### src/source/pdp8_defines.svh
// memory size, page size and instruction bit positions
`ifndef PDP8_DEFINES_SVH
`define PDP8_DEFINES_SVH

`define PDP8_MEM_WORDS  4096
`define PDP8_PAGE_WORDS 128
`define PDP8_IND_BIT    3
`define PDP8_PAGE_BIT   4
`define PDP8_GRP_BIT    3
`define PDP8_CLA_BIT    4
`define PDP8_HLT_BIT    10
`endif

### src/source/pdp8_pkg.sv
// PDP-8 word, major-state and opcode types with small instruction decode helpers
package pdp8_pkg;

    typedef logic [0:11] word_t; // bit 0 is the most significant bit.

    typedef enum logic [1:0]
    {
        FETCH,
        DEFER,
        EXECUTE,
        HALTED
    } major_state_t;

    typedef enum logic [2:0]
    {
        OP_AND,
        OP_TAD,
        OP_ISZ,
        OP_DCA,
        OP_JMS,
        OP_JMP,
        OP_IOT,
        OP_OPR
    } opcode_t;

    function automatic opcode_t opcode_of(word_t w);
        return opcode_t'(w[0:2]);
    endfunction

    // AND through JMP address memory, IOT and OPR do not.
    function automatic logic is_mem_ref(word_t w);
        return opcode_of(w) != OP_IOT && opcode_of(w) != OP_OPR;
    endfunction

endpackage

### src/source/front_panel.sv
// front panel switch synchroniser and one-cycle command pulse generator
`timescale 1ns/1ns

module front_panel
    import pdp8_pkg::*;
(
    input  logic         clk,
    input  logic         rst_n,
    input  logic         load_addr_sw,
    input  logic         dep_sw,
    input  logic         exam_sw,
    input  logic         cont_sw,
    input  major_state_t state,
    output logic         load_addr_p,
    output logic         dep_p,
    output logic         exam_p,
    output logic         cont_p
);

    logic [3:0] sw_level;
    logic [3:0] sync_a;
    logic [3:0] sync_b;
    logic [3:0] sw_last;
    logic [3:0] pulse;

    assign sw_level = {load_addr_sw, dep_sw, exam_sw, cont_sw};

    always_ff @(posedge clk)
    begin
        if (!rst_n)
        begin
            sync_a  <= '0;
            sync_b  <= '0;
            sw_last <= '0;
            pulse   <= '0;
        end
        else
        begin
            sync_a  <= sw_level;
            sync_b  <= sync_a;
            sw_last <= sync_b;
            // a switch press is ignored while a program is running.
            pulse   <= (state == HALTED) ? (sync_b & ~sw_last) : 4'b0000;
        end
    end

    assign {load_addr_p, dep_p, exam_p, cont_p} = pulse;

    assert property (@(posedge clk) disable iff (!rst_n) $onehot0(pulse));
    assert property (@(posedge clk) disable iff (!rst_n) (pulse != '0) |-> state == HALTED);

endmodule

### config.mk
export PLATFORM = sky130hd
export DESIGN_NAME = front_panel
export DESIGN_NICKNAME = d
export VERILOG_FILES = /design/src/source/pdp8_defines.svh /design/src/source/pdp8_pkg.sv /design/src/source/front_panel.sv
export SDC_FILE = /design/constraint.sdc
export NUM_CORES = 1
export LEC_CHECK = 0
export ABC_AREA = 1
export BUFFER_PORTS_ARGS = -buffer_cell sky130_fd_sc_hd__buf_4
export CORE_MARGIN = 8
export CORE_UTILIZATION = 33
export DETAILED_ROUTE_END_ITERATION = 16
export GPL_TIMING_DRIVEN = 0
export PLACE_DENSITY = 0.53
export SLEW_MARGIN = 20
export SYNTH_ARGS = -nofsm -noshare
export SYNTH_HDL_FRONTEND = slang
export SYNTH_SLANG_ARGS = --single-unit
### constraint.sdc
create_clock -name clk -period 1.6 [get_ports clk]
set_clock_uncertainty 0.1 [all_clocks]
set_input_delay 0.48 -clock clk [delete_from_list [all_inputs] [get_ports clk]]
set_output_delay 0.48 -clock clk [all_outputs]
set_load 0.02 [all_outputs]
; ---- Yosys cells after proc, flatten, opt, wreduce, memory -nomap -nowiden
; Index checks and enable logic that the tools add are counted.
; Widths: inputs -> output; s select.
[totals]
input_bits = 8
latchBits = 0
out_inout_bits = 4
regBits = 16
mem_bits_ro = 0
word_cells = 8
n_memories = 0
mem_bits_rw = 0
[classes]
mux = 0
magnitude_cmp = 0
add_sub_neg = 0
reduce_logical = 1
multipliers = 0
shift = 0
div = 0
bitwise_logic = 2
eq_ne = 1
[ops]
columns = cell, count
row1 = $and 4x4->4, 1
row2 = $not 4->4, 1
row3 = $eq 2x2->1 const B, 1
row4 = $reduce_and 2->1, 1

; ---- Longest topological paths before layout
[depth]
word_depth = 2
ltp_mapped = 3
ltp_nobuf = 3

; ---- Worst setup path before layout
; No wires, ideal clock.
[synth_path]
path_kind = register -> output
from = reg pulse[0]
to = out cont_p
path_stages_with_launch = 1
n_path_buf = 0
arrival_time_ns = 0.395
required_time_ns = 1.020
path_slack_ns = 0.625
cell_sequence = dfxtp_1
[synth_rtl]
columns = element, line
row1 = start: declaration, front_panel.sv:24  ; logic [3:0] pulse;
row2 = start signal: assignment, front_panel.sv:43  ; pulse <= (state == HALTED) ? (sync_b & ~sw_last) : 4'b0000;
row3 = end: declaration, front_panel.sv:17  ; output logic cont_p
; No word-level cell between the ends.

; ---- Final worst setup path
[layout_path]
from = reg pulse[0]
to = out cont_p
; No word-level cell between the ends.

==> out/metrics.cfg <==
[outcome]
status=complete, no violations

[synthesis]
synth_top_cell_area_share_pct=66.84
synth_top_area_cell=dfxtp_1
synthesis.area_um2=479.2
synth-seq-cells=16
syn-num-nets=62
synth_area_leaders=dfxtp_1 67%, inv_1 13%, nand2_1 12%
syn_avg_cell_area_um2=8.874
yosysWarnings=0
seq_area_frac_synth_pct=66.84
synthDistinctLibCells=7
syn_inst=54

[pwr]
p_comb_share_pct=5.2
seq_power_share_pct=58.4
switching_power_uw=140.4
finalPower_uw=710.2
p_sw_share_pct=19.76
pwr-share-clk_pct=36.4
ir_worst_vdd_v=0.0004805
powerDensity_mw_per_mm2=1151
leakagePower_nw=0.3510
cell_internal_pwr_uw=569.8

[critical_path]
critPathRequiredTime_ps=1020
startpoint=pulse[0]
rr_startpoint=sync_b[2]
crit_family=flip-flops
crit_path_top_delay_cell=dfxtp_1
crit_type=flop to output port
worstPathCellList=buf_4
startpoint_type=flop
slowest_delay_ps=310
critPathMaxFanout=1
cp_num_buf_inv=1
end_kind=output port
arrival_ps=730

[detailed_routing]
wl_um=644
first_pass_iters=3
drt-initial-drc-count=2
wl_per_cell_um=7.667
viasPerCell=3.845
drc=0
vias=323
antenna_left=0

[cts]
numCtsBuffers=3
htree_num_levels=1
hold_buffers=0
clk_latency_ps=280
cts_setup_buffers=0
cts.sinks=16
cts_root_buffer=clkbuf_4
cts-resized-gates=0
cts_tree=yes
cts.reportedPaths.clkPinSlew_ps=90
clk_path_buf_depth=2

[timing]
drv_slew=0
period_needed_ps=1313
worstMarginPinSlew_ps=98.50
rsz0062_at_grt=false
final.setup.tns_ps=0
hold_viol=0
maxSlewHeadroom_pct=93.43
setup_viol=0
max_freq_mhz=761.4
fin_crit_sh_pct=82.08

[floorplan]
die_h_um=54.11
rows=13
die_w_um=54.11
fp.coreArea_mm2=0.001334
start_util_pct=35.93
die_area_mm2=0.002927
io_pins=12

[cells_and_area]
stdcell_count=84
drive_above_1_share_pct=26.09
layout_common_cells=16 x inv_1, 16 x dfxtp_1, 15 x nand2_1
diodes=0
areaGrowthSynthToFinish_pct=28.72
nFillCells=138
layout.nets=78

[global_routing]
grt_usage_pct=6.106
grt_pass1_vias=314
grt_max_degree=11
met1_usage_pct=6.103
gr-total-overflow=0
antenna_found_initial=0
use_met3_pct=2.755
top_usage_layer=met2
grt_pass1_wl_mm=1.214
use_met2_pct=8.494

[placed_design]
portBuffers=11
place_congestion=0.6340
dp.cells=80
hpwl_um=452.7

[min_path]
min_from=exam_sw
hold_class=primary input to flop

[run]
cap_violations=0

[state kept, by name (all words and copies together), names as in the netlist]
register,cells
sw_last,4
pulse,4
sync_b,4
sync_a,4
[synth_stat cells]
cell	number
nand2_2	1
nor2_1	4
dfxtp_1	16
inv_1	16
nand3_2	1
nand2_1	15
buf_6	1
[per-layer routing]
metal / vias to the layer above / part of all wire (%)
met1: 132 / 46
li1: 176 / -
met3: 4 / 12
met2: 11 / 39
met4: 0 / 3.9
met5: - / 0
[per-stage QoR]
| stage | instance area, µm² | util (%) | setup WS (ps) | hold WS, ps |
|---|---|---|---|---|
| 2_1_floorplan | 479.2 | - | 624.9 | 290.5 |
| 3_3_place_gp | 580.6 | 43.53 | 560.7 | 293.4 |
| 3_5_place_dp | 580.6 | 43.53 | 555.3 | 296.7 |
| 4_1_cts | 616.8 | 46.25 | 267.8 | 259.6 |
| 5_1_grt | 616.8 | 46.25 | 240.9 | 262.5 |
| 6_report | 616.8 | 46.25 | 286.7 | 273.1 |
[power by group through the flow]
stage	combinational, mW	sequential (mW)	clock, mW
global route	0.0427	0.417	0.296
finish	0.0367	0.415	0.259
CTS	0.0376	0.415	0.276
global placement	0.0365	0.424	0
detailed placement	0.0374	0.425	0
floorplan	0.0172	0.425	0
[layout make-up]
cell class                      count  area, µm²  share of cell area, %
Clock buffer                        4      36.28                  5.882
Tap cell                           15      18.77                  3.043
Timing Repair Buffer               11      82.58                  13.39
Buffer                              1      11.26                  1.826
Sequential cell                    16      320.3                  51.93
Multi-Input combinational cell     21      87.58                  14.20
Inverter                           16      60.06                  9.736
[worst reg2reg max path: stages (launching register included)]
cell     delay (ps)
dfxtp_1         360
nand2_1          60
nor2_1           80
[path summary, 6_finish.rpt]
check,endpoint,slack [ps],depth (start not counted)
worst max-delay path,cont_p,290,1
worst min-delay path,sync_a[1],270,3
worst min register to register,sync_b[0],320,2
worst max register to register,pulse[2],950,2
[logic make-up after synthesis]
group                  synth area share, %
AND/OR/NAND/NOR                      18.28
buffers and inverters                14.88
flip-flops                           66.84
No activity file was read; power rests on OpenSTA's default activity.
