**config.mk**
```make
export PLATFORM = sky130hd
export DESIGN_NAME = oper2
export DESIGN_NICKNAME = d
export VERILOG_FILES = /design/src/source/pdp8_pkg.sv /design/src/source/oper2.sv
export VERILOG_INCLUDE_DIRS = /design/src /design/src/source
export SDC_FILE = /design/constraint.sdc
export NUM_CORES = 1
export LEC_CHECK = 0
export BUFFER_PORTS_ARGS = -buffer_cell sky130_fd_sc_hd__clkbuf_2
export CORE_AREA = 2 2 39 41
export DETAILED_ROUTE_END_ITERATION = 8
export DIE_AREA = 0 0 41 43
export GPL_ROUTABILITY_DRIVEN = 0
export GPL_TIMING_DRIVEN = 0
export PLACE_DENSITY = 0.42
export SYNTH_ARGS = -nofsm -noshare
export SYNTH_HDL_FRONTEND = slang
export SYNTH_SLANG_ARGS = --single-unit
```
**constraint.sdc**
```tcl
create_clock -name vclk -period 1.1
set_clock_uncertainty 0.1 [all_clocks]
set_input_delay 0.055 -clock vclk [all_inputs]
set_output_delay 0.055 -clock vclk [all_outputs]
set_load 0.05 [all_outputs]
```
**src/source/pdp8_defines.svh**
```systemverilog
// memory size, page size and instruction bit positions
`ifndef PDP8_DEFINES_SVH
`define PDP8_DEFINES_SVH

`define PDP8_MEM_WORDS  4096
`define PDP8_PAGE_WORDS 128
`define PDP8_IND_BIT    3
`define PDP8_PAGE_BIT   4
`define PDP8_GRP_BIT    3
`define PDP8_CLA_BIT    4
`define PDP8_HLT_BIT    10
`endif

```
**src/source/pdp8_pkg.sv**
```systemverilog
// PDP-8 word, major-state and opcode types with small instruction decode helpers
package pdp8_pkg;

    typedef logic [0:11] word_t; // bit 0 is the most significant bit.

    typedef enum logic [1:0]
    {
        FETCH,
        DEFER,
        EXECUTE,
        HALTED
    } major_state_t;

    typedef enum logic [2:0]
    {
        OP_AND,
        OP_TAD,
        OP_ISZ,
        OP_DCA,
        OP_JMS,
        OP_JMP,
        OP_IOT,
        OP_OPR
    } opcode_t;

    function automatic opcode_t opcode_of(word_t w);
        return opcode_t'(w[0:2]);
    endfunction

    // AND through JMP address memory, IOT and OPR do not.
    function automatic logic is_mem_ref(word_t w);
        return opcode_of(w) != OP_IOT && opcode_of(w) != OP_OPR;
    endfunction

endpackage

```
**src/source/oper2.sv**
```systemverilog
// group-2 operate skip condition decode
`timescale 1ns/1ns
`include "pdp8_defines.svh"

module oper2
    import pdp8_pkg::*;
(
    input  word_t        instruction,
    input  word_t        ac,
    input  logic         link,
    input  major_state_t state,
    output logic         skip
);

    logic grp2_exec;
    logic cond;

    assign grp2_exec = state == EXECUTE && opcode_of(instruction) == OP_OPR
                       && instruction[`PDP8_GRP_BIT];

    // ac is tested before any CLA of the same word takes effect.
    assign cond = (instruction[5] && ac[0])       // SMA
                  || (instruction[6] && ac == '0) // SZA
                  || (instruction[7] && link);    // SNL

    // with no condition selected the reverse sense gives an unconditional skip.
    assign skip = grp2_exec && (cond ^ instruction[8]);

endmodule

```
Word level (Yosys, flattened, before mapping)

Cells that the tools add are included.

Bits in registers: 0
Input port bits: 27

Eq/ne operators: 2
Bitwise operators: 1
Reduce and logical (&&, ||, !) cells: 9

Operators with widths:

| kind                                 | number |
|---|---|
| 12-bit logical NOT                   | 1 |
| 1-bit logical AND                    | 6 |
| 3-bit == test, second input constant | 1 |
| 2-bit == test, second input constant | 1 |
| 1-bit logical OR                     | 2 |
| 1-bit XOR                            | 1 |

Depth between registers and ports, before layout

Word-level depth: 6
Depth in mapped cells: 4
Depth with buffers taken out: 4

Worst setup path before layout

No wires, ideal clock.

Path kind: in2out
Start point: input port ac[4]
End point: output port skip
Data arrival time: 1.420 ns
Data required time: 0.945 ns
Setup slack: -0.475 ns
Stages: 4
Path through: nor4b_2 -> nand4_1 -> nand3_1 -> nor4b_2

Cells in the longest elaborated chain, start to end: 6

RTL lines:

| element            | RTL line    | source |
|---|---|---|
| from (decl)        | oper2.sv:9  | `input word_t ac,` |
| 12-bit logical NOT | oper2.sv:23 | `\|\| (instruction[6] && ac == '0)` |
| 1-bit logical AND  | oper2.sv:23 |  |
| 1-bit logical OR   | oper2.sv:23 |  |
| 1-bit logical OR   | oper2.sv:24 | `\|\| (instruction[7] && link);` |
| 1-bit XOR          | oper2.sv:27 | `assign skip = grp2_exec && (cond ^ instruction[8]);` |
| 1-bit logical AND  | oper2.sv:27 |  |
| to (decl)          | oper2.sv:12 | `output logic skip` |

No other way between the ends.

Final worst setup path

Start point: input port ac[3]
End point: output port skip

Same word-level chain as after synthesis.

==> out/results.tsv <==
stage	metric	value	unit
run_status	outcome	complete, but fails checks	
run_status	violations	negative setup slack	
logic_synthesis	synth_cells	12	
sta	worst_pin_slew	0.2280	ns
finish	final_common_cell	clkbuf_2	
finish	fin_nets	65	
critical_path	crit_path_end_kind	output port	
worst_hold_path	min_from	instruction[9]	
critical_path	crit_path_start	ac[3]	
power_and_ir_drop	p_int	40.13	uW
logic_synthesis	syn_area	91.34	um2
global_route	first_global_vias	192	
power_and_ir_drop	pwr-share-comb	100.0	%
place	place_area	249.0	um2
finish	nFlopsAndLatches	0	
global_route	grt_first_pass_wirelength	731	um
sta	min_period_over_period	109.6	%
critical_path	worstPathArrival	1.05	ns
sta	slew_violations	0	
sta	tns	-0.1057	ns
floorplanning	initial_core_util	6.600	%
floorplanning	die_y	43	um
critical_path	path_class	input port to output port	
job	drv_cap	0	
sta	finalHoldViolCount	0	
floorplanning	die_x	41	um
finish	fillers	156	
global_route	antenna_found_initial	0	
place	dp.cells	52	
critical_path	required	0.94	ns
logic_synthesis	yosys_warnings	0	
sta	rsz0062_at_grt	true	
detailed_routing	routed_via_density	3.635	
finish	regArea	0	um2
power_and_ir_drop	clockPowerShare	0	%
finish	nClkBuffers	0	
sta	layout_min_cycle_time	1.206	ns
sta	fmax	829.4	MHz
detailed_routing	drtIter0Drc	2	
power_and_ir_drop	ir_drop	0.00006577	V
critical_path	start_kind	input port	
detailed_routing	drt-pass1-iter-count	2	
global_route	grt_max_degree	3	
logic_synthesis	syn_area_per_cell	7.611	um2
detailed_routing	drcViolationCount	0	
power_and_ir_drop	p_leak	0.1338	nW
floorplanning	core	1384	um2
floorplanning	die-area	1763	um2
power_and_ir_drop	p_sw_share	39.86	%
global_route	gr-usage-all-layers	5.694	%
finish	design_area	259.0	um2
sta	setup_slack	-0.1057	ns
worst_hold_path	min_to	skip	
sta	setup_viol	1	
cts	cts_setup_buffers	0	
finish	antenna_cells	0	
finish	syn2layout_area_growth	183.6	%
power_and_ir_drop	power.switching	26.60	uW
power_and_ir_drop	cellPowerDensity	257.7	nW/um2
finish	layout.cells.non_filler	52	
detailed_routing	wl	486	um
worst_hold_path	hold_path.class	input port to output port	
logic_synthesis	yosysTopAreaCell	nor4b_2	
finish	drive_gt1_share	75.00	%
power_and_ir_drop	pwr-share-seq	0	%
logic_synthesis	synth_area_leaders	nor4b_2, nor4_2, nand4b_1	
logic_synthesis	yosysTopAreaCellShare	32.88	%
place	port_buffers	24	
logic_synthesis	synth_seq_area_share	0	%
critical_path	crit_fanout	2	
cts	holdBufCountCts	0	
logic_synthesis	syn_nets	39	
detailed_routing	num_vias	189	
sta	max_slew_margin	84.73	%
floorplanning	io_pins	28	
worst_hold_path	hold_path_depth	4	
global_route	gr-total-overflow	0	
detailed_routing	antenna_left	0	
floorplanning	rows	14	
logic_synthesis	synthDistinctLibCells	11	
detailed_routing	wl_per_cell	9.346	um
==> layout make-up <==
type | count | area [um2] | area share [%]
inverter | 1 | 3.754 | 1.449
multi-input combinational | 11 | 105.1 | 40.58
tap | 16 | 20.02 | 7.729
timing repair buffer | 24 | 130.1 | 50.24
==> worst max path at each step <==
stage	endpoint	cells past startpoint
after floorplan	skip	4
after global placement	skip	6
after detailed placement	skip	6
after CTS	skip	6
after global routing	skip	6
final	skip	6
==> stage by stage <==
step | worst slack (ns) | hold WS (ns) | util, % | power (mW)
after floorplan | -0.1465 | 0.1868 | - | 0.01918
after global placement | -0.2380 | 0.4720 | 17.99 | 0.06538
after detailed placement | -0.2479 | 0.4720 | 17.99 | 0.06701
after CTS | -0.1590 | 0.4090 | 18.63 | 0.06775
after global routing | -0.2059 | 0.4118 | 18.72 | 0.07490
final | -0.1057 | 0.3860 | 18.72 | 0.06673
==> synth_stat cells <==
| cell type | number |
|---|---|
| nand4_1 | 1 |
| a21oi_1 | 1 |
| nor2_1 | 1 |
| inv_1 | 1 |
| a22oi_1 | 1 |
| nor3_1 | 1 |
| nor4_2 | 1 |
| nor4b_2 | 2 |
| nand3_1 | 1 |
| nand4b_1 | 1 |
| nand2_1 | 1 |
==> cell families after synthesis <==
kind of cell	after synthesis	synth area share [%]
buf+inv	1	4.106
simple gates	9	82.18
compound gates	2	13.70
==> power groups by stage <==
stage | combinational (mW) | clock (mW) | sequential, mW
4_1_cts | 0.0678 | 0 | 0
6_report | 0.0667 | 0 | 0
2_1_floorplan | 0.0192 | 0 | 0
3_3_place_gp | 0.0654 | 0 | 0
3_5_place_dp | 0.0670 | 0 | 0
5_1_grt | 0.0749 | 0 | 0
==> critical path, cell delays in order <==
cell      delay (ns)
clkbuf_2        0.10
nor4_4          0.25
nand4_1         0.14
nand3_1         0.09
nor4b_4         0.22
buf_8           0.19
==> timing repair <==
action | CTS | global route
gates resized for setup | 2 | 1
endpoints found under the setup margin | 1 | 1
pin swaps | 3 | 2
==> metal layers <==
layer	up-vias	share of wire [%]	global-route usage (%)	routed length, um
li1	98	-	-	-
met1	67	52	10.44	253
met2	24	23	6.563	114
met3	0	24	1.571	118
met4	0	0	0	0
met5	-	0	0	0
(Power assumes the default switching activity.)
