**src/source/pdp8_defines.svh**
```systemverilog
// memory size, page size and instruction bit positions
`ifndef PDP8_DEFINES_SVH
`define PDP8_DEFINES_SVH

`define PDP8_MEM_WORDS  4096
`define PDP8_PAGE_WORDS 128
`define PDP8_IND_BIT    3
`define PDP8_PAGE_BIT   4
`define PDP8_GRP_BIT    3
`define PDP8_CLA_BIT    4
`define PDP8_HLT_BIT    10
`endif

```
**src/source/pdp8_pkg.sv**
```systemverilog
// PDP-8 word, major-state and opcode types with small instruction decode helpers
package pdp8_pkg;

    typedef logic [0:11] word_t; // bit 0 is the most significant bit.

    typedef enum logic [1:0]
    {
        FETCH,
        DEFER,
        EXECUTE,
        HALTED
    } major_state_t;

    typedef enum logic [2:0]
    {
        OP_AND,
        OP_TAD,
        OP_ISZ,
        OP_DCA,
        OP_JMS,
        OP_JMP,
        OP_IOT,
        OP_OPR
    } opcode_t;

    function automatic opcode_t opcode_of(word_t w);
        return opcode_t'(w[0:2]);
    endfunction

    // AND through JMP address memory, IOT and OPR do not.
    function automatic logic is_mem_ref(word_t w);
        return opcode_of(w) != OP_IOT && opcode_of(w) != OP_OPR;
    endfunction

endpackage

```
**src/source/pc.sv**
```systemverilog
// program counter with fetch increment, skips, jumps and panel loads
`timescale 1ns/1ns

module pc
    import pdp8_pkg::*;
(
    input  logic         clk,
    input  logic         rst_n,
    input  major_state_t state,
    input  word_t        instruction,
    input  word_t        ma,
    input  word_t        sr,
    input  logic         skip,
    input  logic         isz_skip,
    input  logic         load_addr_p,
    input  logic         dep_p,
    input  logic         exam_p,
    output word_t        pc
);

    always_ff @(posedge clk)
    begin
        if (!rst_n)
            pc <= '0;
        else if (load_addr_p)
            pc <= sr;
        else if (dep_p || exam_p)
            pc <= pc + 12'd1; // the panel steps through memory.
        else if (state == FETCH)
            pc <= pc + 12'd1;
        else if (state == EXECUTE)
        begin
            case (opcode_of(instruction))
                OP_JMP:
                    pc <= ma;
                OP_JMS:
                    pc <= ma + 12'd1; // the return address sits at ma.
                default:
                    if (skip || isz_skip)
                        pc <= pc + 12'd1;
            endcase
        end
    end

endmodule

```
**config.mk**
```make
export PLATFORM = sky130hd
export DESIGN_NAME = pc
export DESIGN_NICKNAME = d
export VERILOG_FILES = /design/src/source/pdp8_defines.svh /design/src/source/pdp8_pkg.sv /design/src/source/pc.sv
export SDC_FILE = /design/constraint.sdc
export NUM_CORES = 1
export LEC_CHECK = 0
export ABC_AREA = 1
export BUFFER_PORTS_ARGS = -buffer_cell sky130_fd_sc_hd__buf_2
export CELL_PAD_IN_SITES_DETAIL_PLACEMENT = 1
export CELL_PAD_IN_SITES_GLOBAL_PLACEMENT = 1
export CORE_AREA = 2 2 71 73
export DETAILED_ROUTE_END_ITERATION = 6
export DIE_AREA = 0 0 73 75
export PLACE_DENSITY_LB_ADDON = 0.1
export SETUP_SLACK_MARGIN = 0.4
export SLEW_MARGIN = 20
export SYNTH_ARGS = -nofsm -noshare
export SYNTH_HDL_FRONTEND = slang
export SYNTH_SLANG_ARGS = --single-unit
```
**constraint.sdc**
```tcl
create_clock -name clk -period 1.9 [get_ports clk]
set_input_delay 0.095 -clock clk [delete_from_list [all_inputs] [get_ports clk]]
set_output_delay 0.095 -clock clk [all_outputs]
set_load 0.1 [all_outputs]
```
After elaboration in Yosys (flattened, before gate mapping)
Cells that the tools add are included.
{"block": "word_totals", "register_bits": 12, "input_bits": 45, "output_inout_bits": 12, "word_cells": 18}
{"block": "op_classes", "addsub": 2, "eq_ne": 3, "n_mux": 6, "reduce_logical": 6}
{"cell": "12-bit 2-to-1 mux", "n": 5}
{"cell": "12-bit by 1-bit adder with 12-bit output (second input constant)", "n": 2}
{"cell": "12-bit one-hot mux with 2 select lines", "n": 1}
{"cell": "3-bit equality test (second input constant)", "n": 2}
{"cell": "6-bit nonzero test", "n": 1}
{"cell": "4-bit nonzero test", "n": 1}
{"cell": "2-bit equality test (second input constant)", "n": 1}
{"cell": "2-bit zero test", "n": 1}
{"cell": "1-bit logical OR", "n": 2}
{"cell": "2-bit AND reduction", "n": 1}

Logic depth before layout (Yosys ltp)
{"block": "logic_depth", "depth_word": 7, "depth_mapped": 12, "ltp_nobuf": 11}

Worst setup path before layout
OpenSTA, ideal clock, no wires.
{"block": "synth_path", "path_kind": "register to register", "from": "register pc[0]", "to": "register pc[6]", "setup_ps": 123, "t_arrival_ps": 2111, "t_required_ps": 1777, "slack_ps": -333, "stages_incl_launch_ff": 10, "path_buffers": 0, "period_less_slack_ps": 2233, "path_cell_list": "dfxtp_1 -> ha_1 -> nand2_1 -> nor2_2 -> nand3_1 -> xnor2_1 -> nand2_1 -> nand3_1 -> nand2_1 -> a21oi_1"}
{"block": "synth_between", "elab_chain_cells": 7}
{"item": "start, declared", "line_no": "pc.sv:18", "rtl": "output word_t pc"}
{"item": "start signal, assigned", "line_no": "pc.sv:26", "rtl": "pc <= sr;"}
{"item": "start signal, assigned", "line_no": "pc.sv:28", "rtl": "pc <= pc + 12'd1;"}
{"item": "start signal, assigned", "line_no": "pc.sv:30", "rtl": "pc <= pc + 12'd1;"}
{"item": "12-bit by 1-bit adder with 12-bit output (*)", "line_no": "pc.sv:28, pc.sv:30, pc.sv:40"}
{"item": "12-bit 2-to-1 mux", "line_no": "pc.sv:39", "rtl": "if (skip || isz_skip)"}
{"item": "12-bit one-hot mux with 2 select lines", "line_no": "pc.sv:33", "rtl": "case (opcode_of(instruction))"}
{"item": "12-bit 2-to-1 mux", "line_no": "pc.sv:31", "rtl": "else if (state == EXECUTE)"}
{"item": "12-bit 2-to-1 mux", "line_no": "pc.sv:29", "rtl": "else if (state == FETCH)"}
{"item": "12-bit 2-to-1 mux (*)", "line_no": "pc.sv:27", "rtl": "else if (dep_p || exam_p)"}
{"item": "12-bit 2-to-1 mux (*)", "line_no": "pc.sv:25", "rtl": "else if (load_addr_p)"}
Every way passes the cells marked *; elsewhere a longest branch is shown, timed or not. The select of a mux whose other input is x is not followed.
A chain may end at the register's enable or synchronous reset.

Worst setup path in the final report
{"block": "layout_path", "from": "register pc[1]", "to": "register pc[8]"}
Same word-level chain as after synthesis.

==> metrics.txt <==
status=finished clean; Worst-Margin Slew=492 ps; CTS tree=done; CP bufs+invs=0; IO Port Bufs=47; arrival time worst endpoint=1500 ps; drt via density=4.89; # diodes=0; Worst Setup Slack, final=518 ps; EDFF count, synth=0; yosys warns=0; final period utilization=0.727; setup_tns=0 ps; Vert. Die Dim=75 microns; P_leak=0.856 nW; RSZ-0062 raised after global routing=yes; final WL=4520 microns; CP Capture Type=register; crit start category=register; worst-path cell chain=ha_4, nand2_4, nor2_4, nand2_2, xor2_1, a21oi_1, nand2_1, nand2_2, a21oi_2; Starting DRT DRC Count=62; core area=0.00466 sq mm; Sw Ratio=0.448; area of the multi-input gates=0.00105 sq mm; final setup fails=0; Area Overhead vs Synth=27.6%; sequential share of the synthesized area=0.170; Syn Inst Count=256; fin crit period=1380 ps; overall routing resource usage=0.176; Avg Inst Size Synth=5.51 sq um; Synth top area share=0.218; hold buffers post-CTS=0; Synthesized Nets=303; synth top area cells=nand2_1 22%, dfxtp_1 17%, nand3_1 11%; die width=73 microns; Cell Rows=25; initial antenna violation count=0; largest reg by FF count=pc; CP delay by family, top=simple AND/OR/NAND/NOR gates; biggest regs=pc x12; Gate power share=0.426; asr flop ratio synth=0; FMAX=724 MHz; Layout Nets=352; first-pass GRT wire length=7630 microns; hold slack=112 ps; layout cells sized above 1=0.306; Worst EP required=2020 ps; clk_skew=5.11 ps; residual DRC count=0; fin. max-slew vios=0; Sink Count=12; Synth Flop Type=dfxtp_1; max reg flops=12; max_cap viols=0; Worst Path Max Fanout=5; post-synth top area cell=nand2_1; Clock Pin Slew Worst Setup and Hold Paths=60 ps; Setup WS pre-CTS=460 ps; Clk network pwr share=0.258; slowest stage delay, CP=370 ps; Rel. slew slack=0.674; I/O pin count=57; synthesized area=0.00141 sq mm; drt pass-1 iters=4; total power divided by cell area=535 mW/mm^2; Psw=0.432 mW; Max Buffers Root-to-Sink=2; ANT nets after route=0; pin count of the biggest net entering global routing=21; hpwl dp=3720 microns; number of distinct library cells after synthesis=30; Final Util=0.386; total grt overflow=0; global placement routability congestion=0.834; Reg power frac=0.315; Initial Util=0.303; Inserted Clock Buffers=3; Final Hold Viols=0; CTS H-tree depth=1; CTS root buffer=clkbuf_8; kind of critical path=register to register; CP max-delay cell=dfxtp_4; Via Count=1749; Hold WC Path Type=input port to register; flops & latches, synth=12; Top cell by count, worst path=nand2_2; clock latency on the worst-skew pair=240 ps; register area=275 sq um; Int Power=0.532 mW; die area=0.00548 sq mm; worst vdd ir=0.250 mV; filler cell count=678; routed len/inst=12.6 microns; vias in the first global route=1647
synthesized netlist by cell type, types with 5 or more instances:
master,n
nor2_2,7
o21ai_1,5
dfxtp_1,12
nand3_1,30
a21oi_1,16
nand2_1,82
inv_1,23
o21ai_0,8
nor2_1,30
inv_2,5
cell usage in the layout, fill, tap and decap left out, drive strengths merged:
master  instances
o21bai          1
nor3            5
nand3b          1
inv            28
xnor2           2
clkinv          3
dfxtp          12
or2             1
ha              2
nor2           39
a21oi          19
o22ai           1
o21ai          13
nand3          32
nand4           3
o211ai          2
clkbuf          4
nand2          84
buf            49
xor2            3
timing repair:
action | 4_1_cts | 5_1_grt
setup buffers | 0 | 1
resized for setup | 0 | 2
endpoints found under the setup margin | 0 | 3
area by class of cell:
type,count,area share
clock buffer,4,0.0250
inverter,31,0.0646
multi-input combinational,208,0.581
sequential,12,0.153
tap,54,0.0375
timing repair buffer,49,0.139
tightest hold or removal path, stage by stage:
cell	delay (ps)
buf_2	110
o21ai_0	70
a21oi_1	40
per-layer routing:
| metal | GRT usage | wire, microns |
|---|---|---|
| met1 | 0.241 | 2250 |
| met2 | 0.302 | 2050 |
| met3 | 0.0321 | 204 |
| met4 | 0.0123 | 12 |
| met5 | 0 | 0 |
power groups by stage:
stage / combinational (mW) / clock (mW) / sequential [mW]
after detailed placement: 0.408 / 0 / 0.312
after floorplan: 0.155 / 0 / 0.455
after global placement: 0.405 / 0 / 0.310
final: 0.411 / 0.249 / 0.304
after global routing: 0.454 / 0.267 / 0.309
after CTS: 0.409 / 0.260 / 0.306
logic make-up (layout without fill, tap and decap cells):
family          count (synthesis)  count (layout)  share of synthesized area
buf+inv                        36              84                      0.113
fa+ha+maj                       2               2                     0.0177
flops                          12              12                      0.170
compound gates                 36              36                      0.142
simple gates                  165             165                      0.527
xor+xnor                        5               5                     0.0310
final timing paths:
kind                       start  slack (ps)             endpoint  cells after the start
max           pc[1]$_SDFFE_PN0P_         520   pc[8]$_SDFFE_PN0P_                      9
min                        rst_n         110   pc[1]$_SDFFE_PN0P_                      3
max reg2reg   pc[1]$_SDFFE_PN0P_         520   pc[8]$_SDFFE_PN0P_                      9
min reg2reg  pc[10]$_SDFFE_PN0P_         470  pc[10]$_SDFFE_PN0P_                      2
through the flow:
stage	instances	area, sq um	power [mW]
after global placement	353	1740	0.714
after global routing	358	1800	1.03
final	358	1800	0.964
after CTS	357	1790	0.976
after floorplan	256	1470	0.610
after detailed placement	353	1740	0.719
Power figures use the tool's default switching activity.
