File: src/source/pdp8_defines.svh
// memory size, page size and instruction bit positions
`ifndef PDP8_DEFINES_SVH
`define PDP8_DEFINES_SVH

`define PDP8_MEM_WORDS  4096
`define PDP8_PAGE_WORDS 128
`define PDP8_IND_BIT    3
`define PDP8_PAGE_BIT   4
`define PDP8_GRP_BIT    3
`define PDP8_CLA_BIT    4
`define PDP8_HLT_BIT    10
`endif

File: src/source/pdp8_pkg.sv
// PDP-8 word, major-state and opcode types with small instruction decode helpers
package pdp8_pkg;

    typedef logic [0:11] word_t; // bit 0 is the most significant bit.

    typedef enum logic [1:0]
    {
        FETCH,
        DEFER,
        EXECUTE,
        HALTED
    } major_state_t;

    typedef enum logic [2:0]
    {
        OP_AND,
        OP_TAD,
        OP_ISZ,
        OP_DCA,
        OP_JMS,
        OP_JMP,
        OP_IOT,
        OP_OPR
    } opcode_t;

    function automatic opcode_t opcode_of(word_t w);
        return opcode_t'(w[0:2]);
    endfunction

    // AND through JMP address memory, IOT and OPR do not.
    function automatic logic is_mem_ref(word_t w);
        return opcode_of(w) != OP_IOT && opcode_of(w) != OP_OPR;
    endfunction

endpackage

File: src/source/state_machine.sv
// major-state sequencer for fetch, defer, execute and halt, with the run flag
`timescale 1ns/1ns
`include "pdp8_defines.svh"

module state_machine
    import pdp8_pkg::*;
(
    input  logic         clk,
    input  logic         rst_n,
    input  word_t        instruction,
    input  logic         cont_p,
    input  logic         halt_sw,
    output major_state_t state,
    output logic         run
);

    major_state_t next_state;
    logic         defer_needed;
    logic         hlt_op;

    // during FETCH the instruction input already shows the word being fetched.
    assign defer_needed = is_mem_ref(instruction) && instruction[`PDP8_IND_BIT];
    assign hlt_op = opcode_of(instruction) == OP_OPR && instruction[`PDP8_GRP_BIT]
                    && instruction[`PDP8_HLT_BIT];

    always_comb
    begin
        next_state = state;
        case (state)
            HALTED:
                if (cont_p)
                    next_state = FETCH;
            FETCH:
                next_state = defer_needed ? DEFER : EXECUTE;
            DEFER:
                next_state = EXECUTE;
            EXECUTE:
                next_state = (hlt_op || halt_sw) ? HALTED : FETCH; // the instruction completes first.
            default:
                next_state = HALTED;
        endcase
    end

    always_ff @(posedge clk)
    begin
        if (!rst_n)
        begin
            state <= HALTED;
            run   <= 1'b0;
        end
        else
        begin
            state <= next_state;
            run   <= next_state != HALTED;
        end
    end

    // in DEFER the instruction input comes from the latched instruction register.
    assert property (@(posedge clk) disable iff (!rst_n)
        state == DEFER |-> $past(state == FETCH) && defer_needed);

endmodule
File: config.mk
export PLATFORM = sky130hd
export DESIGN_NAME = state_machine
export DESIGN_NICKNAME = d
export VERILOG_FILES = /design/src/source/pdp8_pkg.sv /design/src/source/state_machine.sv
export VERILOG_INCLUDE_DIRS = /design/src /design/src/source
export SDC_FILE = /design/constraint.sdc
export NUM_CORES = 1
export LEC_CHECK = 0
export ABC_AREA = 1
export BUFFER_PORTS_ARGS = -buffer_cell sky130_fd_sc_hd__buf_2
export CAP_MARGIN = 15
export CORE_AREA = 2 2 39 41
export DETAILED_ROUTE_END_ITERATION = 8
export DIE_AREA = 0 0 41 43
export HOLD_SLACK_MARGIN = 0.15
export PLACE_DENSITY = 0.39
export SLEW_MARGIN = 15
export SYNTH_ARGS = -nofsm -noshare
export SYNTH_HDL_FRONTEND = slang
export SYNTH_SLANG_ARGS = --single-unit
File: constraint.sdc
create_clock -name clk -period 2.1 [get_ports clk]
set_input_delay 0.42 -clock clk [delete_from_list [all_inputs] [get_ports clk]]
set_output_delay 0.42 -clock clk [all_outputs]
set_load 0.01 [all_outputs]
## Word level (Yosys, flattened, before mapping)

Index checks and enable logic that the tools add are counted.

| operators by class | value |
|---|---|
| $add $sub $neg | 0 |
| multipliers | 0 |
| divide/modulo/power cells | 0 |
| order comparisons | 0 |
| equality and inequality tests | 7 |
| shift-type cells | 0 |
| mux-type cells | 4 |
| bitwise gates (word level) | 0 |
| reductions and logical operators | 6 |

Operator list:

| kind | count |
|---|---|
| one-hot mux 2 bit (4 select lines) | 1 |
| two-way mux 2 bit | 3 |
| != test 3 bit, second input constant | 2 |
| == test 2 bit, second input constant | 2 |
| logical AND 1 bit | 4 |
| == test 3 bit, second input constant | 1 |
| == test 2 x 1 -> 1 bit, second input constant | 1 |
| zero test 2 bit | 1 |
| != test 2 bit, second input constant | 1 |
| logical OR 1 bit | 1 |

| storage, ports and cells | value |
|---|---|
| register bits | 3 |
| bits in latches | 0 |
| memory bits (writable) | 0 |
| ROM bits | 0 |
| input port bits | 16 |
| output and inout port bits | 3 |
| word-level logic and storage cells | 19 |
| memories | 0 |

## Logic depth before layout (Yosys ltp)

| logic depth | value |
|---|---|
| depth after elaboration | 7 |
| mapped depth | 6 |
| depth with buffers taken out | 6 |

## Worst setup path after synthesis

No wires, ideal clock.

| timing path | value |
|---|---|
| path type | in2reg |
| start | input instruction[11] |
| end | register run |
| library setup time | 0.113 ns |
| data arrival time | 0.788 ns |
| data required time | 1.987 ns |
| slack | 1.199 ns |
| cell stages on the path | 5 |
| buffers on the path | 0 |
| path through | nand2_1 -> o21bai_2 -> nand2_1 -> nand2_1 -> nand2_1 |

| between the ends | value |
|---|---|
| word-level cells in the longest chain between the ends | 7 |
| elaborated cells on any way between the ends | 12 |
| classes of those cells | eq/ne: 4; mux: 3; reduce/logical: 5 |

Ends and longest elaborated chain:

| element | line | RTL |
|---|---|---|
| start: declaration | state_machine.sv:10 | `input word_t instruction,` |
| == test 3 bit | state_machine.sv:23 | `` assign hlt_op = opcode_of(instruction) == OP_OPR && instruction[`PDP8_GRP_BIT] `` |
| logical AND 1 bit (2 in a row) | state_machine.sv:23 |  |
| logical OR 1 bit | state_machine.sv:38 | `next_state = (hlt_op \|\| halt_sw) ? HALTED : FETCH;` |
| two-way mux 2 bit | state_machine.sv:38 |  |
| one-hot mux 2 bit (4 select lines) * | state_machine.sv:29 | `case (state)` |
| != test 2 bit * | state_machine.sv:54 | `run <= next_state != HALTED;` |
| end signal: assignment | state_machine.sv:49 | `run <= 1'b0;` |
| end signal: assignment | state_machine.sv:54 |  |
| end: declaration | state_machine.sv:14 | `output logic run` |

Every way passes the cells marked *; elsewhere a longest branch is shown, timed or not.
A chain may end at the register's enable or synchronous reset.

## Final worst setup path

| timing path | value |
|---|---|
| start | register state[0] |
| end | output state[0] |

RTL lines:

| element | line | RTL |
|---|---|---|
| start: declaration | state_machine.sv:13 | `output major_state_t state,` |
| start signal: assignment | state_machine.sv:53 | `state <= next_state;` |

No word-level cell between the ends.

==> impl_metrics.json <==
{
  "synthArstFlopShare": 0,
  "fillers": 170,
  "period_share": 0.547,
  "synthTopCellsByCount": "nand2_1, dfxtp_1, inv_1, nand3_1, nor2_1",
  "cp_slowest_cell": "dfxtp_1",
  "seq_power_share": 0.343,
  "area_delta_synth_final_pct": 70.4,
  "grt.overflow.total": 0,
  "synth_area_per_cell_sq_um": 6.54,
  "dp_hpwl_um": 266,
  "syn_area_sq_um": 144,
  "dp.cells": 49,
  "clk_latency_ns": 0.22,
  "fin_worst_skew_ns": 0.00204,
  "cpPeakStageDelay_ns": 0.36,
  "comb_power_share": 0.191,
  "clockBufferDepth": 2,
  "maxCapViolCount": 0,
  "multiInputGateArea_sq_um": 72.6,
  "via_count": 167,
  "drt_iter0_drc": 0,
  "totalWireLength_um": 297,
  "gp_congestion": 0.558,
  "fmax_mhz": 871,
  "htreeDepth": 1,
  "worstPathRequired_ns": 1.68,
  "cp_cell_sequence": "buf_2",
  "synth_cell_types": 7,
  "grt_antenna_before_repair": 0,
  "dpl_cell_area_sq_um": 219,
  "firstDrtPassIters": 1,
  "yosysTopAreaCellShare": 0.417,
  "synth_cells": 22,
  "yosysMostFrequentCell": "nand2_1",
  "crit_family": "flip-flops",
  "crit_type": "register to primary output",
  "crit_fanout": 4,
  "hold_buffers": 0,
  "drc": 0,
  "seqCellArea_sq_um": 60.1,
  "rsz0062_at_grt": "no",
  "power.leakage_uw": 0.000137,
  "period_needed_ns": 1.15,
  "worst_slew_pin_slew_ns": 0.119,
  "io_pins": 19,
  "first_global_vias": 176,
  "final.setup.tns_ns": 0,
  "slew_viol_final": 0,
  "synthFlopType": "dfxtp_1",
  "ctsResizeCount": 0,
  "grt_usage": 0.0451,
  "finalHoldViolCount": 0,
  "layout.nets": 54,
  "final_cell_area_sq_um": 245,
  "synth_edf_count": 0,
  "crit_buf_inv": 1,
  "clockRootBuffer": "clkbuf_4",
  "grt_max_degree": 5,
  "numCtsBuffers": 3,
  "syn_nets": 38,
  "final_layout_size_suffix_gt1_frac": 0.405,
  "intPower_uw": 156,
  "path_clk_slew_ns": 0.03,
  "drt-vias-per-instance": 3.15,
  "portBuffers": 11,
  "postCtsSetupBuffers": 0,
  "cts_tree": "yes",
  "ant_nets": 0,
  "grt_pass1_wl_um": 538,
  "diodes": 0,
  "dieHeight_um": 43,
  "p_clk_frac": 0.466,
  "die_area_sq_mm": 0.00176,
  "finalSetupViolCount": 0,
  "cp_data_arrival_time_ns": 0.73,
  "hp-class": "input pin to register",
  "start_util": 0.104,
  "die_w_um": 41,
  "wl_per_cell_um": 5.60,
  "clock-sinks": 3,
  "core_area_sq_mm": 0.00138,
  "final_cells": 53,
  "worstSetupStartpointType": "register",
  "total_power_uw": 206,
  "relSlewSlack": 0.920,
  "synth.yosys.seq_area_share": 0.417,
  "swShare": 0.245,
  "synth_top_cell_by_area": "dfxtp_1",
  "ir_worst_vdd_uv": 211,
  "fin_hold_ws_ns": 0.498,
  "synthTopCellsByArea": "dfxtp_1, nand2_1, nand3_1, inv_1, nor2_1",
  "endpoint_kind": "primary output",
  "ys_seq_elements": 3,
  "yosysWarnings": 0,
  "power.density_mw_per_mm2": 840,
  "status": "completed",
  "p_sw_uw": 50.4,
  "placementRows": 14
}
-- cells in the final DEF (no fill, tap or decap), drive strengths merged --
| cell | count |
|---|---|
| nor2 | 3 |
| nand2 | 8 |
| clkbuf | 4 |
| inv | 3 |
| buf | 11 |
| nand3 | 3 |
| dfxtp | 3 |
| o21bai | 1 |
| a21oi | 1 |
-- path summary, 6_finish.rpt --
check	from	end	slack [ns]	cells after the start
max	state[0]	state[0]	0.95	1
min	rst_n	state[1]	0.50	4
max reg2reg	state[1]	run	1.28	6
min reg2reg	state[1]	state[1]	0.56	3
-- per-stage QoR --
| step | util | setup WS, ns |
|---|---|---|
| after detailed placement | 0.158 | 1.04 |
| after CTS | 0.177 | 0.934 |
| after floorplan | - | 1.20 |
| after global placement | 0.158 | 1.03 |
| final | 0.177 | 0.952 |
| after global routing | 0.177 | 0.905 |
-- kinds of logic (layout without fill, tap and decap cells) --
logic type / count (synthesis) / in the layout / synth area share
flops: 3 / 3 / 0.417
compound gates: 2 / 2 / 0.113
buf+inv: 3 / 18 / 0.0783
simple gates: 14 / 14 / 0.391
-- metal layers --
metal  track usage  share of wire  vias up
met5             0              0        -
met4        0.0400              0        0
met3        0.0157          0.057        0
met2        0.0813           0.57        3
met1        0.0319           0.37       67
li1              -              -       97
-- cell type report --
cell class / instances / share of cell area
multi-input cells: 16 / 0.296
flip-flops and latches: 3 / 0.245
repair buffers: 11 / 0.224
clock buffers: 4 / 0.107
well taps: 16 / 0.0816
inverters: 3 / 0.0459
-- state kept, by name, indices dropped and copies added, names as in the netlist --
name / flops
state: 2
run: 1
-- power by group through the flow --
stage          Clock (uW)  Combinational [uW]  Sequential [uW]
5_1_grt               106                46.1             72.3
6_report             95.9                39.4             70.7
4_1_cts              99.1                40.6             71.2
2_1_floorplan           0                17.7             75.8
3_5_place_dp            0                40.5             72.0
3_3_place_gp            0                40.9             71.9
(Power assumes the default switching activity.)
