<file path="src/source/pdp8_defines.svh">
// memory size, page size and instruction bit positions
`ifndef PDP8_DEFINES_SVH
`define PDP8_DEFINES_SVH

`define PDP8_MEM_WORDS  4096
`define PDP8_PAGE_WORDS 128
`define PDP8_IND_BIT    3
`define PDP8_PAGE_BIT   4
`define PDP8_GRP_BIT    3
`define PDP8_CLA_BIT    4
`define PDP8_HLT_BIT    10
`endif

</file>
<file path="src/source/pdp8_pkg.sv">
// PDP-8 word, major-state and opcode types with small instruction decode helpers
package pdp8_pkg;

    typedef logic [0:11] word_t; // bit 0 is the most significant bit.

    typedef enum logic [1:0]
    {
        FETCH,
        DEFER,
        EXECUTE,
        HALTED
    } major_state_t;

    typedef enum logic [2:0]
    {
        OP_AND,
        OP_TAD,
        OP_ISZ,
        OP_DCA,
        OP_JMS,
        OP_JMP,
        OP_IOT,
        OP_OPR
    } opcode_t;

    function automatic opcode_t opcode_of(word_t w);
        return opcode_t'(w[0:2]);
    endfunction

    // AND through JMP address memory, IOT and OPR do not.
    function automatic logic is_mem_ref(word_t w);
        return opcode_of(w) != OP_IOT && opcode_of(w) != OP_OPR;
    endfunction

endpackage

</file>
<file path="src/source/ac.sv">
// accumulator and link with AND, TAD, DCA, group-1 operate and OSR
`timescale 1ns/1ns
`include "pdp8_defines.svh"

module ac
    import pdp8_pkg::*;
(
    input  logic         clk,
    input  logic         rst_n,
    input  major_state_t state,
    input  word_t        instruction,
    input  word_t        mb,
    input  word_t        sr,
    output word_t        ac,
    output logic         link
);

    logic [12:0] tad_sum;
    logic [12:0] lac;
    word_t       ac_next;
    logic        link_next;

    assign tad_sum = {1'b0, ac} + {1'b0, mb};

    always_comb
    begin
        lac       = {link, ac};
        ac_next   = ac;
        link_next = link;
        if (state == EXECUTE)
        begin
            case (opcode_of(instruction))
                OP_AND:
                    ac_next = ac & mb;
                OP_TAD:
                begin
                    ac_next   = tad_sum[11:0];
                    link_next = link ^ tad_sum[12]; // carry complements the link.
                end
                OP_DCA:
                    ac_next = '0;
                OP_OPR:
                begin
                    if (!instruction[`PDP8_GRP_BIT])
                    begin
                        if (instruction[`PDP8_CLA_BIT])
                            lac[11:0] = '0;
                        if (instruction[5])
                            lac[12] = 1'b0; // CLL.
                        if (instruction[6])
                            lac[11:0] = ~lac[11:0];
                        if (instruction[7])
                            lac[12] = ~lac[12];
                        if (instruction[11])
                            lac = lac + 13'd1; // IAC counts through the link.
                        // bit 10 turns a single rotate into a double one.
                        if (instruction[8])
                            lac = instruction[10] ? {lac[1:0], lac[12:2]} : {lac[0], lac[12:1]};
                        if (instruction[9])
                            lac = instruction[10] ? {lac[10:0], lac[12:11]}
                                                  : {lac[11:0], lac[12]};
                        {link_next, ac_next} = lac;
                    end
                    else
                    begin
                        if (instruction[`PDP8_CLA_BIT])
                            ac_next = '0;
                        if (instruction[9])
                            ac_next = ac_next | sr; // OSR after CLA.
                    end
                end
                default:
                    ac_next = ac;
            endcase
        end
    end

    always_ff @(posedge clk)
    begin
        if (!rst_n)
        begin
            ac   <= '0;
            link <= 1'b0;
        end
        else
        begin
            ac   <= ac_next;
            link <= link_next;
        end
    end

endmodule

</file>
<file path="config.mk">
export PLATFORM = sky130hd
export DESIGN_NAME = ac
export DESIGN_NICKNAME = d
export VERILOG_FILES = /design/src/source/pdp8_pkg.sv /design/src/source/ac.sv
export VERILOG_INCLUDE_DIRS = /design/src /design/src/source
export SDC_FILE = /design/constraint.sdc
export NUM_CORES = 1
export LEC_CHECK = 0
export BUFFER_PORTS_ARGS = -buffer_cell sky130_fd_sc_hd__buf_2
export CAP_MARGIN = 20
export CELL_PAD_IN_SITES_DETAIL_PLACEMENT = 1
export CELL_PAD_IN_SITES_GLOBAL_PLACEMENT = 2
export CORE_MARGIN = 5
export CORE_UTILIZATION = 35
export CTS_BUF_LIST = sky130_fd_sc_hd__clkbuf_4
export CTS_CLUSTER_SIZE = 40
export DETAILED_ROUTE_END_ITERATION = 6
export GPL_TIMING_DRIVEN = 1
export PLACE_DENSITY = 0.95
export SYNTH_ARGS = -nofsm -noshare
export SYNTH_HDL_FRONTEND = slang
export SYNTH_SLANG_ARGS = --single-unit
</file>
<file path="constraint.sdc">
create_clock -name clk -period 5.1 [get_ports clk]
set_input_delay 0.51 -clock clk [delete_from_list [all_inputs] [get_ports clk]]
set_output_delay 0.51 -clock clk [all_outputs]
set_load 0.1 [all_outputs]
</file>
## Word level (Yosys, flattened, before mapping)

Cells that the tools add are included.

| operators by class | value |
|---|---|
| mux-type cells | 29 |
| add/sub/neg operators | 2 |
| reductions and logical operators | 5 |
| shifts and indexed selects | 0 |
| multipliers | 0 |
| equal/unequal tests | 5 |
| bitwise logic cells | 5 |
| divide/modulo/power cells | 0 |
| order comparisons | 0 |

Operators with widths:

| operator | number |
|---|---|
| two-way mux 12 bit | 13 |
| two-way mux 13 bit | 5 |
| case mux 12 bit (4 select lines) | 1 |
| adder 12 x 12 -> 13 bit | 1 |
| adder 13 x 1 -> 13 bit, second input constant | 1 |
| AND 12 bit | 1 |
| inverter 12 bit | 1 |
| OR 12 bit | 1 |
| two-way mux 1 bit | 9 |
| nonzero test 4 bit | 1 |
| equality test 3 x 1 -> 1 bit, second input constant | 1 |
| equality test 3 x 2 -> 1 bit, second input constant | 1 |
| equality test 3 bit, second input constant | 1 |
| zero test 3 bit | 1 |
| AND reduction 3 bit | 1 |
| equality test 2 bit, second input constant | 1 |
| != test 2 bit, second input constant | 1 |
| case mux 1 bit (2 select lines) | 1 |
| AND reduction 2 bit | 1 |
| nonzero test 2 bit | 1 |
| inverter 1 bit | 1 |
| bitwise XOR 1 bit | 1 |

| word-level totals | value |
|---|---|
| memory bits (read-only) | 0 |
| bits in writable memories | 0 |
| input bits | 40 |
| latch bits | 0 |
| memories kept | 0 |
| word-level logic and storage cells | 48 |
| output and inout bits | 13 |
| register bits after elaboration | 13 |

## Logic depth before layout (Yosys ltp)

| logic depth | value |
|---|---|
| depth in word-level cells | 17 |
| depth in mapped cells | 13 |
| gate-level depth less buffers | 11 |

## Worst setup path before layout

Ideal clock, no wire load.

| timing | value |
|---|---|
| path type | register -> register |
| start point | register ac[1] |
| end point | register ac[4] |
| setup time | 0.070 ns |
| buffers on the path | 0 |
| stages on the path, launching flop included | 12 |
| arrival time | 3.332 ns |
| setup slack | 1.698 ns |
| data required time | 5.030 ns |
| period minus slack after synthesis | 3.402 ns |
| path through | dfxtp_1 -> nand2b_1 -> xnor2_1 -> ha_1 -> and3_1 -> a31oi_1 -> a21oi_1 -> mux2i_2 -> o21a_1 -> a21oi_1 -> or4_1 -> a21oi_1 |

| between the ends | value |
|---|---|
| longest elaborated chain between the ends | 17 |
| elaborated cells between the ends (all ways) | 18 |
| those cells by class | add/sub (2); mux (15); bitwise (1) |

RTL lines:

| item | line | source |
|---|---|---|
| start, declared | ac.sv:14 | `output word_t ac,` |
| start signal, assigned | ac.sv:87 | `ac <= ac_next;` |
| two-way mux 12 bit | ac.sv:46 | `` if (instruction[`PDP8_CLA_BIT]) `` |
| two-way mux 12 bit | ac.sv:44 | `` if (!instruction[`PDP8_GRP_BIT]) `` |
| two-way mux 12 bit | ac.sv:32 | `case (opcode_of(instruction))` |
| two-way mux 12 bit | ac.sv:30 | `if (state == EXECUTE)` |
| inverter 12 bit | ac.sv:51 | `lac[11:0] = ~lac[11:0];` |
| two-way mux 12 bit | ac.sv:50 | `if (instruction[6])` |
| two-way mux 12 bit | ac.sv:44 |  |
| two-way mux 12 bit | ac.sv:32 |  |
| two-way mux 12 bit | ac.sv:30 |  |
| adder 13 x 1 -> 13 bit | ac.sv:55 | `lac = lac + 13'd1;` |
| two-way mux 13 bit | ac.sv:54 | `if (instruction[11])` |
| two-way mux 13 bit | ac.sv:58 | `lac = instruction[10] ? {lac[1:0], lac[12:2]} : {lac[0], lac[12:1]};` |
| two-way mux 13 bit | ac.sv:57 | `if (instruction[8])` |
| two-way mux 13 bit | ac.sv:60 | `lac = instruction[10] ? {lac[10:0], lac[12:11]}` |
| two-way mux 13 bit | ac.sv:59 | `if (instruction[9])` |
| two-way mux 12 bit | ac.sv:44 |  |
| case mux 12 bit (4 select lines) * | ac.sv:32 |  |

Mark *: on every way between the ends. The rest lies on a longest branch, timed or not. The select of a mux whose other input is x is not followed.
A chain may end at the register's enable or synchronous reset.

## Worst setup path after layout

| timing | value |
|---|---|
| start point | input port instruction[5] |
| end point | register ac[4] |

| between the ends | value |
|---|---|
| longest elaborated chain between the ends | 12 |

RTL lines:

| item | line | source |
|---|---|---|
| start, declared | ac.sv:11 | `input word_t instruction,` |
| two-way mux 12 bit * | ac.sv:50 |  |
| two-way mux 12 bit * | ac.sv:44 |  |
| two-way mux 12 bit * | ac.sv:32 |  |
| two-way mux 12 bit * | ac.sv:30 |  |
| adder 13 x 1 -> 13 bit | ac.sv:55 |  |
| two-way mux 13 bit * | ac.sv:54 |  |
| two-way mux 13 bit | ac.sv:58 |  |
| two-way mux 13 bit * | ac.sv:57 |  |
| two-way mux 13 bit | ac.sv:60 |  |
| two-way mux 13 bit * | ac.sv:59 |  |
| two-way mux 12 bit * | ac.sv:44 |  |
| case mux 12 bit (4 select lines) * | ac.sv:32 |  |

Marks and branches as above.

==> flow_metrics.py <==
metrics = {
    "logic_synthesis": {
        "synth_nets": 475,
        "syn-mean-instance-area_um2": 7.05,
        "synthDistinctLibCells": 87,
        "synth_ff_type": "dfxtp_1",
        "synth-edff-count": 0,
        "seq_area_frac_synth": 0.0877,
        "ys_warn_count": 0,
        "synth_area_um2": 2970,
        "syn_inst": 421,
        "synth-seq-cells": 13,
        "async_flop_share": 0,
    },
    "sta": {
        "worst_pin_slew_ns": 0.743,
        "finalCritPeriodShare": 0.694,
        "rsz0062_at_grt": "no",
        "slew_headroom": 0.498,
        "hold_ws_ns": 0.623,
        "hold_viol": 0,
        "fin_crit_ns": 3.54,
        "clock-skew-final_ns": 0.00227,
        "fin_tns_setup_ns": 0,
        "final-setup-viol-count": 0,
        "slew_violations": 0,
        "fmax_mhz": 282,
    },
    "clocking": {
        "ctsResizeCount": 0,
        "clk_latency_ns": 0.29,
        "numCtsBuffers": 3,
        "ctsLongestPathBuffers": 2,
        "cts_tree": "done",
        "clk_pin_slew_worst_paths_ns": 0.10,
        "post-cts-setup-buffers": 0,
        "clock-root-buffer": "clkbuf_4",
        "cts_hold_buffers": 0,
        "clock_sinks": 13,
        "cts_max_level": 1,
    },
    "global_route": {
        "grt_max_degree": 34,
        "antenna_found_initial": 0,
        "grt_pass1_wl_um": 19200,
        "grt_pass1_vias": 3671,
        "grt-ovfl-total": 0,
        "grt_usage": 0.230,
    },
    "final_layout": {
        "drive_gt1_frac": 0.173,
        "antenna_cells": 0,
        "fin_cells": 550,
        "area_growth_pct": 9.40,
        "fillers": 1102,
        "layout_commonest_cell": "buf_2",
        "nets": 500,
        "final_cell_mix": "buf_2, nand2_1, a21oi_1",
    },
    "route": {
        "antenna_left": 0,
        "num_vias": 3703,
        "wl_um": 12000,
        "routedWlPerCell_um": 21.9,
        "via_per_inst": 6.73,
        "drt_iter0_markers": 394,
        "drtPass1Iterations": 5,
        "drc": 0,
    },
    "die": {
        "rows": 33,
        "die-width_um": 102,
        "core-area_um2": 8260,
        "die_h_um": 102,
        "initial_core_util": 0.360,
        "ios": 53,
        "dieArea_um2": 10400,
    },
    "setup_path": {
        "crit_path_start_kind": "input port",
        "crit_top_cell": "a21oi_1",
        "worst_path_largest_cell_delay_ns": 0.50,
        "crit_path_cell_trace": "buf_2 -> inv_1 -> xnor2_1 -> ha_1 -> nand2_1 -> o22ai_2 -> a21oi_1 -> mux2i_2 -> o21a_1 -> a21oi_1 -> or4_1 -> a21oi_1",
        "path_class": "in2reg",
        "rrSetupSlack_ns": 1.79,
        "required_ns": 5.33,
        "worstPathMaxFanout": 28,
        "path_buf_inv": 2,
        "endpoint_kind": "flip-flop",
        "cp_slowest_cell": "or4_1",
        "arrival_ns": 3.77,
        "path_delay_family": "compound AO/OA/AOI/OAI gates",
    },
    "place": {
        "gp_congestion": 0.944,
        "dp_hpwl_um": 9210,
        "portBuffers": 52,
        "placed_cells": 546,
    },
    "pwr": {
        "peakVddDrop_v": 0.0000912,
        "leakage_nw": 1.29,
        "total_power_w": 0.000506,
        "pwr_density_cell_nw_per_um2": 156,
    },
    "flow_run": {
        "drv_cap": 0,
    },
    "run_status": {
        "status": "finished clean",
    },
    "worst_hold_path": {
        "hold_path_class": "in2reg",
    },
}
==> through the flow <==
step	utilization	worst slack, ns	instance area [µm²]
final	0.393	1.56	3250
after global routing	0.393	1.34	3250
after CTS	0.393	1.65	3250
after detailed placement	0.390	1.38	3220
after global placement	0.390	1.53	3220
after floorplan	-	1.70	2970
==> power breakdown <==
group / total (W) / internal, W / switching [W] / leakage, nW
Combinational: 0.000302 / 0.000103 / 0.000199 / 1.16
Clock: 0.0000795 / 0.0000358 / 0.0000437 / 0.0184
Sequential: 0.000124 / 0.000107 / 0.0000174 / 0.106
Total: 0.000506 / 0.000245 / 0.000261 / 1.29
==> worst register-to-register path, delay by kind of cell (launching register included) <==
kind,cells,cell delay [ns]
AO/OA/AOI/OAI,5,0.84
XOR/XNOR,1,0.18
adder cells (fa/ha/maj),1,0.25
flip-flops,1,0.50
multiplexers,1,0.37
AND/OR/NAND/NOR,3,1.09
==> Yosys cell counts (all sizes together), types with 4 or more instances <==
| cell | number | share of area |
|---|---|---|
| a2111oi | 4 | 0.020 |
| a211oi | 11 | 0.028 |
| a21o | 5 | 0.013 |
| a21oi | 43 | 0.074 |
| a221o | 6 | 0.021 |
| a221oi | 9 | 0.029 |
| a311o | 4 | 0.013 |
| a31oi | 10 | 0.021 |
| and3 | 5 | 0.011 |
| buf | 12 | 0.023 |
| clkbuf | 20 | 0.025 |
| dfxtp | 13 | 0.088 |
| ha | 13 | 0.055 |
| inv | 8 | 0.010 |
| mux2i | 4 | 0.015 |
| nand2 | 42 | 0.053 |
| nand2b | 9 | 0.019 |
| nand3 | 18 | 0.030 |
| nor2 | 30 | 0.039 |
| nor2b | 4 | 0.0084 |
| nor3 | 10 | 0.019 |
| o211ai | 10 | 0.025 |
| o21a | 7 | 0.020 |
| o21ai | 23 | 0.039 |
| o22ai | 4 | 0.011 |
| o311ai | 4 | 0.012 |
| o31ai | 4 | 0.010 |
| xnor2 | 15 | 0.047 |
| xor2 | 4 | 0.012 |
==> kinds of logic (layout without fill, tap and decap cells) <==
logic type	after synthesis	after routing	share of synthesized area
compound gates	178	178	0.441
buf+inv	43	67	0.0619
flops	13	13	0.0877
simple gates	147	147	0.255
mux	5	5	0.0185
fa+ha+maj	14	14	0.0615
xor+xnor	21	21	0.0737
==> layout make-up <==
type / instances / area, µm² / share of cell area
tap: 105 / 131 / 0.0404
timing repair buffer: 52 / 260 / 0.0801
clock buffer: 4 / 30.0 / 0.00924
multi-input combinational: 365 / 2520 / 0.777
sequential: 13 / 260 / 0.0801
inverter: 11 / 41.3 / 0.0127
==> state kept, by name, summed over array words and instances, names as in the netlist <==
name  count
ac       12
link      1
==> per-layer routing <==
layer,global-route usage,part of all wire
met5,0,0
met4,0.0595,0.023
met3,0.0321,0.068
met2,0.379,0.48
met1,0.315,0.43
==> path summary, 6_finish.rpt <==
check                          start                  to  depth (start not counted)
hold / removal                 rst_n  ac[1]$_SDFFE_PN0P_                          3
setup reg to reg  ac[0]$_SDFFE_PN0P_  ac[4]$_SDFFE_PN0P_                         11
hold reg to reg    link$_SDFFE_PN0P_   link$_SDFFE_PN0P_                          1
setup / recovery      instruction[5]  ac[4]$_SDFFE_PN0P_                         12
Note: power is estimated with default switching activity, not from simulation.
